**src/hw/rename_pkg.sv**
```systemverilog
package rename_pkg;

  //////////////////////////////
  // queue geometry
  //////////////////////////////

  localparam int ISQ_DEPTH   = 16;
  // two segments, each with its own header map
  localparam int SEG_LINES   = ISQ_DEPTH / 2;
  localparam int NUM_LREGS   = 16;
  // slots left in a segment when full is raised
  localparam int FULL_MARGIN = 2;

  localparam int LREG_W      = $clog2(NUM_LREGS);
  localparam int PTAG_W      = 6;
  // valid flag above the tag
  localparam int ENTRY_W     = PTAG_W + 1;
  localparam int MAP_W       = NUM_LREGS * ENTRY_W;
  localparam int ISQ_LINE_W  = 24;
  localparam int TPU_INST_W  = 25;
  localparam int QPTR_W      = $clog2(ISQ_DEPTH);

  typedef logic [LREG_W-1:0]     lreg_t;
  typedef logic [PTAG_W-1:0]     ptag_t;
  typedef logic [ENTRY_W-1:0]    map_entry_t;
  // logical register 0 in the lowest entry
  typedef logic [MAP_W-1:0]      rename_map_t;
  typedef logic [ISQ_LINE_W-1:0] isq_line_t;
  typedef logic [TPU_INST_W-1:0] tpu_inst_t;
  typedef logic [QPTR_W-1:0]     qptr_t;

  //////////////////////////////
  // queue line fields
  //////////////////////////////

  localparam int BIT_WAT       = 23;
  localparam int BIT_INST_VLD  = 22;
  localparam int BIT_LSRC1_VLD = 21;
  localparam int POS_LSRC1     = 17;
  localparam int BIT_LSRC2_VLD = 16;
  localparam int POS_LSRC2     = 12;
  localparam int BIT_LDST_VLD  = 11;
  localparam int POS_LDST      = 7;
  localparam int POS_PDEST     = 1;
  localparam int BIT_CTRL      = 0;

  // renamed line fields, bit 0 is a zero pad
  localparam int BIT_OUT_WAT      = 24;
  localparam int BIT_OUT_INST_VLD = 23;
  localparam int POS_PSRC1        = 16;
  localparam int POS_PSRC2        = 9;
  localparam int POS_OUT_PDEST    = 3;
  localparam int BIT_OUT_LDST_VLD = 2;
  localparam int BIT_OUT_CTRL     = 1;

  // logical n -> physical n, all entries valid
  function automatic rename_map_t identity_map();
    rename_map_t m;
    for (int n = 0; n < NUM_LREGS; n++)
    begin
      m[n*ENTRY_W +: ENTRY_W] = {1'b1, ptag_t'(n)};
    end
    return m;
  endfunction

  localparam rename_map_t RESET_MAP = identity_map();

endpackage

```
**src/hw/rename_lines_if.sv**
```systemverilog
`timescale 1ns/1ps

interface rename_lines_if
  import rename_pkg::*;
();

  // renamed line per queue slot, raw queue order
  tpu_inst_t               line_out [ISQ_DEPTH];
  // physical reg released by each line's destination
  map_entry_t              fre_preg [ISQ_DEPTH];
  logic [ISQ_DEPTH-1:0]    inst_rdy;
  // invalid or no longer waiting
  logic [ISQ_DEPTH-1:0]    inst_done;

  // map after the last line of each half
  rename_map_t             low_tail_map;
  rename_map_t             high_tail_map;

  modport lines (
    output line_out, fre_preg, inst_rdy, inst_done, low_tail_map, high_tail_map
  );

  modport rotator (
    input line_out, fre_preg, inst_rdy
  );

  modport header (
    input inst_done, low_tail_map, high_tail_map
  );

endinterface

```
**src/hw/out_rotator.sv**
```systemverilog
`timescale 1ns/1ps

module out_rotator
  import rename_pkg::*;
(
  input  logic                            arch_i,
  rename_lines_if.rotator                 lines,
  output logic [ISQ_DEPTH*TPU_INST_W-1:0] tpu_out_flat_o,
  output logic [ISQ_DEPTH*ENTRY_W-1:0]    fre_preg_flat_o,
  output logic [ISQ_DEPTH-1:0]            inst_rdy_o
);

  //////////////////////////////
  // oldest segment to low lines
  //////////////////////////////

  // arch 1 means the upper half is older, so swap the halves
  // all three outputs move together to keep line alignment
  for (genvar j = 0; j < ISQ_DEPTH; j++)
  begin : g_rot
    assign tpu_out_flat_o[j*TPU_INST_W +: TPU_INST_W] =
      arch_i ? lines.line_out[(j + SEG_LINES) % ISQ_DEPTH]
             : lines.line_out[j];

    assign fre_preg_flat_o[j*ENTRY_W +: ENTRY_W] =
      arch_i ? lines.fre_preg[(j + SEG_LINES) % ISQ_DEPTH]
             : lines.fre_preg[j];

    assign inst_rdy_o[j] =
      arch_i ? lines.inst_rdy[(j + SEG_LINES) % ISQ_DEPTH]
             : lines.inst_rdy[j];
  end

endmodule

```
**src/flat_wrapper.sv**
```systemverilog
// flat-port wrapper written by rule: the top's interface ports become plain ports
module out_rotator_flat import rename_pkg::*;
  (arch_i, tpu_out_flat_o, fre_preg_flat_o, inst_rdy_o, lines_line_out, lines_fre_preg, lines_inst_rdy);
  rename_lines_if lines_i ();
  input  logic arch_i;
  output logic [ISQ_DEPTH*TPU_INST_W-1:0] tpu_out_flat_o;
  output logic [ISQ_DEPTH*ENTRY_W-1:0] fre_preg_flat_o;
  output logic [ISQ_DEPTH-1:0] inst_rdy_o;
  input wire logic [$bits(lines_i.line_out)-1:0] lines_line_out;
  input wire logic [$bits(lines_i.fre_preg)-1:0] lines_fre_preg;
  input wire logic [$bits(lines_i.inst_rdy)-1:0] lines_inst_rdy;
  assign lines_i.line_out = {>>{lines_line_out}};
  assign lines_i.fre_preg = {>>{lines_fre_preg}};
  assign lines_i.inst_rdy = lines_inst_rdy;
  out_rotator u_core (.arch_i(arch_i), .lines(lines_i), .tpu_out_flat_o(tpu_out_flat_o), .fre_preg_flat_o(fre_preg_flat_o), .inst_rdy_o(inst_rdy_o));
endmodule
```
**config.mk**
```make
export PLATFORM = sky130hd
export DESIGN_NAME = out_rotator_flat
export DESIGN_NICKNAME = d
export VERILOG_FILES = /design/src/hw/rename_pkg.sv /design/src/hw/rename_lines_if.sv /design/src/hw/out_rotator.sv /design/src/flat_wrapper.sv
export SDC_FILE = /design/constraint.sdc
export NUM_CORES = 1
export LEC_CHECK = 0
export BUFFER_PORTS_ARGS = -buffer_cell sky130_fd_sc_hd__buf_2
export CAP_MARGIN = 40
export CELL_PAD_IN_SITES_DETAIL_PLACEMENT = 2
export CELL_PAD_IN_SITES_GLOBAL_PLACEMENT = 2
export CORE_AREA = 2 2 415 417
export DETAILED_ROUTE_END_ITERATION = 8
export DIE_AREA = 0 0 417 419
export GPL_ROUTABILITY_DRIVEN = 0
export PLACE_DENSITY_LB_ADDON = 0.1
export SLEW_MARGIN = 20
export SYNTH_ARGS = -nofsm -noshare
export SYNTH_HDL_FRONTEND = slang
export SYNTH_SLANG_ARGS = --single-unit
```
**constraint.sdc**
```tcl
create_clock -name vclk -period 0.9
set_input_delay 0.09 -clock vclk [all_inputs]
set_output_delay 0.09 -clock vclk [all_outputs]
set_load 0.01 [all_outputs]
```
==> qor.csv <==
metric,value,unit
status,finished with violations,
failed_checks,setup timing,
dpl-instance-area,14900,sq um
route.vias.total,10260,
seq_cell_count,0,
power.density_cell_area,623.7,nW/um^2
period_share,138.7,%
initial_core_util,3.873,%
die_h,419,um
finalSetupViolCount,526,
irDropWorstVdd,0.1396,mV
layout.clock_buffers,0,
power.leakage,0.01028,uW
largest_family_of_logic_cells_by_synthesized_area,multiplexers,
synth_warnings,0,
netlist_area,6606,sq um
post-route-min-period,1248,ps
number_of_maximum_capacitance_violations,0,
area_growth_from_synthesis_to_final_layout,217.6,%
worst-endpoint-required,810,ps
core_area,170600,sq um
cts.hold.buffers_added,0,
drt-initial-drc-count,264,
grt_setup_unrepaired,yes,
quantity_of_i_o_buffers_inserted_on_ports,1057,
boundaryPins,1057,
timing.critical_path.fanout_max,7,
dp_slack,-581.7,ps
share_of_cells_above_drive_strength_1,100.0,%
grt_first_pass_wirelength,120200,um
ff_latch_area,0,sq um
synth_mux_area_share,90.00,%
sequential_to_total_area_share_from_yosys_stat,0,%
post_layout_net_count,2233,
synth_area_in_adders,0,%
syn-instance-count,587,
final_antenna_net_count,0,
finalWorstSetupSlack,-348.2,ps
design_area,20980,sq um
detail_route.wl_per_cell,25.62,um
drt_pre_antenna_iters,4,
arrival,1160,ps
grtUsageTotal,10.37,%
antenna_found_initial,66,
holdCritPathClass,input port to output pin,
route.final.wire_length,101100,um
critical_setup_path_class,input port to output pin,
number_of_different_library_cells_in_the_post_synthesis_netlist,4,
max_slew_vio_count,0,
mappedNetlistNets,1116,
finalHoldViolCount,0,
worst_setup_path_end_kind,output pin,
placement_row_count,152,
synth_compound_area_share,0,%
yosys.area_share.xor_xnor,0,%
achievable-frequency,801.1,MHz
globalRouteOverflowTotal,0,
synth_simple_gate_area_share,0,%
dpl.hpwl,88580,um
routed_via_density,2.601,
post_synth.cell_area_avg,11.25,sq um
grt_start_max_net_pins,26,
max_slew_margin,86.71,%
tightestPinTransition,199.3,ps
die-area,174700,sq um
residual_drc,0,
die_width,417,um
first_global_vias,10760,
crit_path_start_kind,input port,
worst paths after layout:
| check | startpoint | end | slack [ps] | cells past startpoint |
|---|---|---|---|---|
| worst min-delay path | lines_line_out[319] | tpu_out_flat_o[294] | 490 | 3 |
| worst max-delay path | arch_i | tpu_out_flat_o[174] | -350 | 6 |
area by class of cell:
class / instances / area, sq um
diodes: 11 / 27.53
well taps: 2233 / 2794
multi-input cells: 528 / 7646
fillers: 19680 / 149600
repair buffers: 1174 / 10520
repair_timing:
action | CTS | global route
endpoints found under the hold margin | 0 | 0
gates cloned | 19 | 25
gates resized for setup | 352 | 979
endpoints found under the setup margin | 527 | 527
setup buffers | 15 | 15
logic make-up after synthesis:
logic type and after synthesis:
mux 528, buf+inv 59
per-stage QoR:
step	total power, uW	cells	hold slack (ps)	util (%)	setup TNS (ps)
final	13090	3946	490.1	12.30	-129830
after global routing	13840	3939	502.4	12.29	-147890
after CTS	10620	3911	493.9	10.00	-159060
after detailed placement	9041	3877	508.8	8.732	-217550
after global placement	9020	3877	504.4	8.732	-210380
after floorplan	3940	587	314.6	-	-17620
worst max-delay path, stage by stage:
cell and delay [ps]:
sky130_fd_sc_hd__buf_16 140, sky130_fd_sc_hd__buf_16 160, sky130_fd_sc_hd__buf_12 150, sky130_fd_sc_hd__clkbuf_16 170
sky130_fd_sc_hd__mux2_4 310, sky130_fd_sc_hd__buf_6 120
synth_stat cells, drive strengths merged:
cell type	number	area, sq um
buf	59	660.6
mux2	528	5946
placed cells by master (no fill, tap or decap):
cell type | synthesis | routed
sky130_fd_sc_hd__mux2_2 | 527 | 75
sky130_fd_sc_hd__mux2_4 | 0 | 453
sky130_fd_sc_hd__buf_12 | 0 | 37
sky130_fd_sc_hd__buf_6 | 58 | 467
sky130_fd_sc_hd__clkbuf_16 | 0 | 22
sky130_fd_sc_hd__buf_2 | 0 | 594
sky130_fd_sc_hd__diode_2 | 0 | 11
sky130_fd_sc_hd__buf_16 | 0 | 20
sky130_fd_sc_hd__buf_4 | 1 | 9
sky130_fd_sc_hd__buf_8 | 0 | 25
where the power goes:
part / internal (uW) / switching [uW] / leakage [uW]
Clock: 0.00168 / 0 / 0.0000000697
Combinational: 7490 / 5600 / 0.0103
Sequential: 0 / 0 / 0
Total: 7490 / 5600 / 0.0103
metal layers:
layer / global-route usage (%) / wire, um / vias up
met2: 20.61 / 55900 / 460
met4: 0.1228 / 1081 / 0
met5: 0 / 0 / -
met1: 11.77 / 38640 / 5155
met3: 2.185 / 5489 / 120
li1: - / - / 4527
No activity file was read; power rests on OpenSTA's default activity.
