<file path="src/hw/rename_pkg.sv">
package rename_pkg;

  //////////////////////////////
  // queue geometry
  //////////////////////////////

  localparam int ISQ_DEPTH   = 16;
  // two segments, each with its own header map
  localparam int SEG_LINES   = ISQ_DEPTH / 2;
  localparam int NUM_LREGS   = 16;
  // slots left in a segment when full is raised
  localparam int FULL_MARGIN = 2;

  localparam int LREG_W      = $clog2(NUM_LREGS);
  localparam int PTAG_W      = 6;
  // valid flag above the tag
  localparam int ENTRY_W     = PTAG_W + 1;
  localparam int MAP_W       = NUM_LREGS * ENTRY_W;
  localparam int ISQ_LINE_W  = 24;
  localparam int TPU_INST_W  = 25;
  localparam int QPTR_W      = $clog2(ISQ_DEPTH);

  typedef logic [LREG_W-1:0]     lreg_t;
  typedef logic [PTAG_W-1:0]     ptag_t;
  typedef logic [ENTRY_W-1:0]    map_entry_t;
  // logical register 0 in the lowest entry
  typedef logic [MAP_W-1:0]      rename_map_t;
  typedef logic [ISQ_LINE_W-1:0] isq_line_t;
  typedef logic [TPU_INST_W-1:0] tpu_inst_t;
  typedef logic [QPTR_W-1:0]     qptr_t;

  //////////////////////////////
  // queue line fields
  //////////////////////////////

  localparam int BIT_WAT       = 23;
  localparam int BIT_INST_VLD  = 22;
  localparam int BIT_LSRC1_VLD = 21;
  localparam int POS_LSRC1     = 17;
  localparam int BIT_LSRC2_VLD = 16;
  localparam int POS_LSRC2     = 12;
  localparam int BIT_LDST_VLD  = 11;
  localparam int POS_LDST      = 7;
  localparam int POS_PDEST     = 1;
  localparam int BIT_CTRL      = 0;

  // renamed line fields, bit 0 is a zero pad
  localparam int BIT_OUT_WAT      = 24;
  localparam int BIT_OUT_INST_VLD = 23;
  localparam int POS_PSRC1        = 16;
  localparam int POS_PSRC2        = 9;
  localparam int POS_OUT_PDEST    = 3;
  localparam int BIT_OUT_LDST_VLD = 2;
  localparam int BIT_OUT_CTRL     = 1;

  // logical n -> physical n, all entries valid
  function automatic rename_map_t identity_map();
    rename_map_t m;
    for (int n = 0; n < NUM_LREGS; n++)
    begin
      m[n*ENTRY_W +: ENTRY_W] = {1'b1, ptag_t'(n)};
    end
    return m;
  endfunction

  localparam rename_map_t RESET_MAP = identity_map();

endpackage

</file>
<file path="src/hw/rename_lines_if.sv">
`timescale 1ns/1ps

interface rename_lines_if
  import rename_pkg::*;
();

  // renamed line per queue slot, raw queue order
  tpu_inst_t               line_out [ISQ_DEPTH];
  // physical reg released by each line's destination
  map_entry_t              fre_preg [ISQ_DEPTH];
  logic [ISQ_DEPTH-1:0]    inst_rdy;
  // invalid or no longer waiting
  logic [ISQ_DEPTH-1:0]    inst_done;

  // map after the last line of each half
  rename_map_t             low_tail_map;
  rename_map_t             high_tail_map;

  modport lines (
    output line_out, fre_preg, inst_rdy, inst_done, low_tail_map, high_tail_map
  );

  modport rotator (
    input line_out, fre_preg, inst_rdy
  );

  modport header (
    input inst_done, low_tail_map, high_tail_map
  );

endinterface

</file>
<file path="src/hw/seg_header_ctrl.sv">
`timescale 1ns/1ps

module seg_header_ctrl
  import rename_pkg::*;
(
  input  logic                  clk,
  input  logic                  rst_n,
  input  qptr_t                 qptr_i,
  rename_lines_if.header        lines,
  output rename_map_t           seg0_head_map_o,
  output rename_map_t           seg1_head_map_o,
  output logic                  arch_o,
  output logic                  isq_full_o
);

  // 0 means the top header holds the committed map
  logic        arch_q;
  rename_map_t top_hed_map_q;
  rename_map_t mid_hed_map_q;
  logic        lo_done;
  logic        hi_done;
  logic        arch_swt;
  logic        top_hed_ld;
  logic        mid_hed_ld;

  //////////////////////////////
  // switch condition
  //////////////////////////////

  assign lo_done = &lines.inst_done[SEG_LINES-1:0];
  assign hi_done = &lines.inst_done[ISQ_DEPTH-1:SEG_LINES];

  // committed half drained and writer moved to the other half
  assign arch_swt = (~arch_q & (qptr_i >= qptr_t'(SEG_LINES)) & lo_done) |
                    ( arch_q & (qptr_i <  qptr_t'(SEG_LINES)) & hi_done);

  // header of the segment that becomes committed takes its tail map
  assign mid_hed_ld = ~arch_q & arch_swt;
  assign top_hed_ld =  arch_q & arch_swt;

  always_ff @(posedge clk or negedge rst_n)
  begin
    if (!rst_n)
    begin
      arch_q <= 1'b0;
    end
    else if (arch_swt)
    begin
      arch_q <= ~arch_q;
    end
  end

  //////////////////////////////
  // header maps
  //////////////////////////////

  always_ff @(posedge clk or negedge rst_n)
  begin
    if (!rst_n)
    begin
      top_hed_map_q <= RESET_MAP;
      mid_hed_map_q <= RESET_MAP;
    end
    else
    begin
      if (top_hed_ld)
      begin
        top_hed_map_q <= lines.high_tail_map;
      end
      if (mid_hed_ld)
      begin
        mid_hed_map_q <= lines.low_tail_map;
      end
    end
  end

  // the committed header seeds its own half
  // the younger half continues from the older tail
  assign seg0_head_map_o = arch_q ? lines.high_tail_map : top_hed_map_q;
  assign seg1_head_map_o = arch_q ? mid_hed_map_q : lines.low_tail_map;

  assign arch_o = arch_q;

  // full when the writer nears the end of the younger half
  assign isq_full_o = arch_q ? (qptr_i == qptr_t'(SEG_LINES - 1 - FULL_MARGIN))
                             : (qptr_i == qptr_t'(ISQ_DEPTH - 1 - FULL_MARGIN));

endmodule

</file>
<file path="src/flat_wrapper.sv">
// flat-port wrapper written by rule: the top's interface ports become plain ports
module seg_header_ctrl_flat import rename_pkg::*;
  (clk, rst_n, qptr_i, seg0_head_map_o, seg1_head_map_o, arch_o, isq_full_o, lines_inst_done, lines_low_tail_map, lines_high_tail_map);
  rename_lines_if lines_i ();
  input  logic clk;
  input  logic rst_n;
  input  qptr_t qptr_i;
  output rename_map_t seg0_head_map_o;
  output rename_map_t seg1_head_map_o;
  output logic arch_o;
  output logic isq_full_o;
  input wire logic [$bits(lines_i.inst_done)-1:0] lines_inst_done;
  input wire logic [$bits(lines_i.low_tail_map)-1:0] lines_low_tail_map;
  input wire logic [$bits(lines_i.high_tail_map)-1:0] lines_high_tail_map;
  assign lines_i.inst_done = lines_inst_done;
  assign lines_i.low_tail_map = lines_low_tail_map;
  assign lines_i.high_tail_map = lines_high_tail_map;
  seg_header_ctrl u_core (.clk(clk), .rst_n(rst_n), .qptr_i(qptr_i), .lines(lines_i), .seg0_head_map_o(seg0_head_map_o), .seg1_head_map_o(seg1_head_map_o), .arch_o(arch_o), .isq_full_o(isq_full_o));
endmodule
</file>
<file path="config.mk">
export PLATFORM = sky130hd
export DESIGN_NAME = seg_header_ctrl_flat
export DESIGN_NICKNAME = d
export VERILOG_FILES = /design/src/hw/rename_pkg.sv /design/src/hw/rename_lines_if.sv /design/src/hw/seg_header_ctrl.sv /design/src/flat_wrapper.sv
export SDC_FILE = /design/constraint.sdc
export NUM_CORES = 1
export LEC_CHECK = 0
export BUFFER_PORTS_ARGS = -buffer_cell sky130_fd_sc_hd__buf_2
export CORE_AREA = 2 2 181 183
export DETAILED_ROUTE_END_ITERATION = 10
export DIE_AREA = 0 0 183 185
export PLACE_DENSITY = 0.7
export RECOVER_POWER = 100
export SLEW_MARGIN = 5
export SYNTH_ARGS = -nofsm -noshare
export SYNTH_HDL_FRONTEND = slang
export SYNTH_SLANG_ARGS = --single-unit
</file>
<file path="constraint.sdc">
create_clock -name clk -period 3.92 [get_ports clk]
set_clock_uncertainty 0.15 [all_clocks]
set_input_delay 0.784 -clock clk [delete_from_list [all_inputs] [get_ports clk]]
set_output_delay 0.784 -clock clk [all_outputs]
set_load 0.05 [all_outputs]
</file>
==> flow_summary.json <==
{
  "fin_util": 0.4539,
  "place_congestion": 0.8055,
  "num_vias": 7845,
  "holdCritPathClass": "flip-flop to flip-flop",
  "hpwlAfterDp_um": 20970,
  "netlist_top_cells_area": "mux2_2 30%, dfrtp_1 29%, dfstp_2 22%",
  "syn_inst": 738,
  "ys_types": 20,
  "start_util": 0.3512,
  "fmax_ghz": 0.2739,
  "routedWlPerCell_um": 17.64,
  "clk_path_buf_depth": 3,
  "synth_top_cell_by_area": "mux2_2",
  "rsz0062_at_grt": "no",
  "use_met3": 0.03834,
  "post-cts-setup-buffers": 0,
  "ioPinCount": 472,
  "setup_tns_ns": 0,
  "core_mm2": 0.03204,
  "dieArea_mm2": 0.03386,
  "die_y_um": 185,
  "grt_pass1_wl_um": 43040,
  "slew_viol_final": 88,
  "insertedDiodeCount": 0,
  "tightest_slew_ns": 2.315,
  "clkTransAtPathRegs_ns": 0.06,
  "cts_buffers": 26,
  "finalCriticalPeriod_ns": 3.651,
  "grt_max_degree": 103,
  "ys_seq_elements": 225,
  "synth-async-reset-ratio": 1.000,
  "port_buffers": 471,
  "p_int_mw": 4.185,
  "pre_cts_ws_ns": 0.8367,
  "num_rows": 66,
  "synth_most_common_cell": "mux2_2",
  "p_sw_frac": 0.3160,
  "synth_edf_count": 0,
  "start_kind": "flip-flop",
  "cts_max_level": 1,
  "hold_violations": 0,
  "relSlewSlack": -0.5435,
  "fp.dieW_um": 183,
  "syn2layout_area_growth_pct": 29.23,
  "setup_ws_ns": 0.2692,
  "vdd_drop_max_uv": 300.4,
  "p_leak_nw": 7.137,
  "dr.pass1.iters": 4,
  "grtUsageMet1": 0.1950,
  "combPwrFrac": 0.217,
  "grt.overflow.total": 0,
  "synth_area_mm2": 0.01125,
  "drive_above_1_share": 0.5944,
  "antenna_found_initial": 0,
  "fin_nets": 1452,
  "crit_type": "flip-flop to output port",
  "worstPathMaxFanout": 102,
  "clkPwrFrac": 0.384,
  "grt_pass1_vias": 7901,
  "cts.sinks": 225,
  "postRouteAntennaNets": 0,
  "drc": 0,
  "p_total_mw": 6.118,
  "tritoncts": "done",
  "top_usage_layer": "met2",
  "ys_warn_count": 0,
  "fin_crit_sh": 0.9313,
  "drtIter0Drc": 192,
  "synth_top_area_frac": 0.2992,
  "synth_fp_nets": 985,
  "synthTopCellsByCount": "299 x mux2_2, 149 x mux2_1, 129 x dfrtp_1",
  "ys.flop_type": "dfrtp_1",
  "drv_cap": 1,
  "postCtsResizedCells": 0,
  "yosysSeqAreaShare": 0.5110,
  "outcome": "finished with violations",
  "grt_usage": 0.1594,
  "met2_usage": 0.2765,
  "hold_buffers": 0,
  "violations": "capacitance limit, slew limit",
  "arrival_ns": 2.72,
  "final_cells": 1631,
  "nFillCells": 3038,
  "cts_root_buffer": "clkbuf_16",
  "power.switching_mw": 1.933,
  "endpoint_kind": "output port",
  "placedCellCount": 1585,
  "crit_required_ns": 2.99,
  "setup_viol": 0,
  "vias_per_cell": 4.810,
  "power_density_mw_per_mm2": 420.7,
  "routed_wl_um": 28770,
  "seqPwrFrac": 0.399,
  "syn_avg_cell_area_um2": 15.25,
  "worstSkewPairLatency_ns": 0.53
}
## area by class of cell
class                           count  area, um^2  share of cell area
Clock buffer                       43       805.8             0.05541
Clock inverter                      3       22.52            0.001549
Inverter                            1       3.754           0.0002581
Multi-Input combinational cell    462        5135              0.3531
Sequential cell                   225        5754              0.3957
Tap cell                          408       510.5             0.03510
Timing Repair Buffer              489        2311              0.1589
## cells in the final DEF (no fill, tap or decap), drive strengths merged
cell	count
mux2	448
buf	266
clkbuf	266
dfrtp	129
dfstp	96
nor3	3
inv	3
nand2	2
nand4	2
nand3	2
nor4bb	1
o21bai	1
and2	1
nor2	1
ha	1
clkinv	1
## critical path, stage by stage (launching register included)
cell and delay (ns):
dfrtp_4 0.81, buf_12 0.44, mux2_2 0.27, clkbuf_1 0.49
## power groups by stage
stage | logic, mW | registers [mW] | clock network [mW]
after floorplan | 0.978 | 2.46 | 0
after global placement | 1.37 | 2.47 | 0
after detailed placement | 1.38 | 2.48 | 0
after CTS | 1.38 | 2.44 | 2.44
after global routing | 1.40 | 2.45 | 2.53
final | 1.33 | 2.44 | 2.35
## routing by layer
layer  routed length (um)  part of all wire
met3                 1846             0.064
met4                  922             0.032
met2                14340              0.50
met1                11660              0.41
met5                    0                 0
## sequential cells by signal, indices dropped and copies added, names as in the netlist
name                  cells
u_core.arch_o             1
u_core.mid_hed_map_q    112
u_core.top_hed_map_q    112
## per-stage QoR
step,instance area [um^2],hold slack (ns)
floorplan,11250,0.3041
global placement,14020,0.3133
detailed placement,14020,0.3208
CTS,14850,0.1387
global route,14540,0.3084
finish,14540,0.3265
## cells by family (layout without fill, tap and decap cells)
kind of cell	count (synthesis)	after routing	share of synthesized area
fa+ha+maj	1	1	0.001112
buf+inv	51	536	0.03269
mux	448	448	0.4483
simple gates	12	12	0.006227
flops	225	225	0.5110
compound gates	1	1	0.0006674
## worst paths after layout
| path | startpoint | endpoint | slack, ns | depth (start not counted) |
|---|---|---|---|---|
| worst max-delay path | u_core.arch_o$_DFFE_PN0P_ | seg1_head_map_o[13] | 0.27 | 3 |
| worst min-delay path | u_core.top_hed_map_q[67]$_DFFE_PN0P_ | u_core.top_hed_map_q[67]$_DFFE_PN0P_ | 0.33 | 1 |
| worst max register to register | u_core.arch_o$_DFFE_PN0P_ | u_core.top_hed_map_q[10]$_DFFE_PN0P_ | 0.48 | 6 |
| worst min register to register | u_core.top_hed_map_q[67]$_DFFE_PN0P_ | u_core.top_hed_map_q[67]$_DFFE_PN0P_ | 0.33 | 1 |
| max in group asynchronous | rst_n | u_core.mid_hed_map_q[29]$_DFFE_PN0P_ | 0.75 | 2 |
| min in group asynchronous | rst_n | u_core.top_hed_map_q[85]$_DFFE_PN0P_ | 0.80 | 1 |
Note: power is estimated with default switching activity, not from simulation.
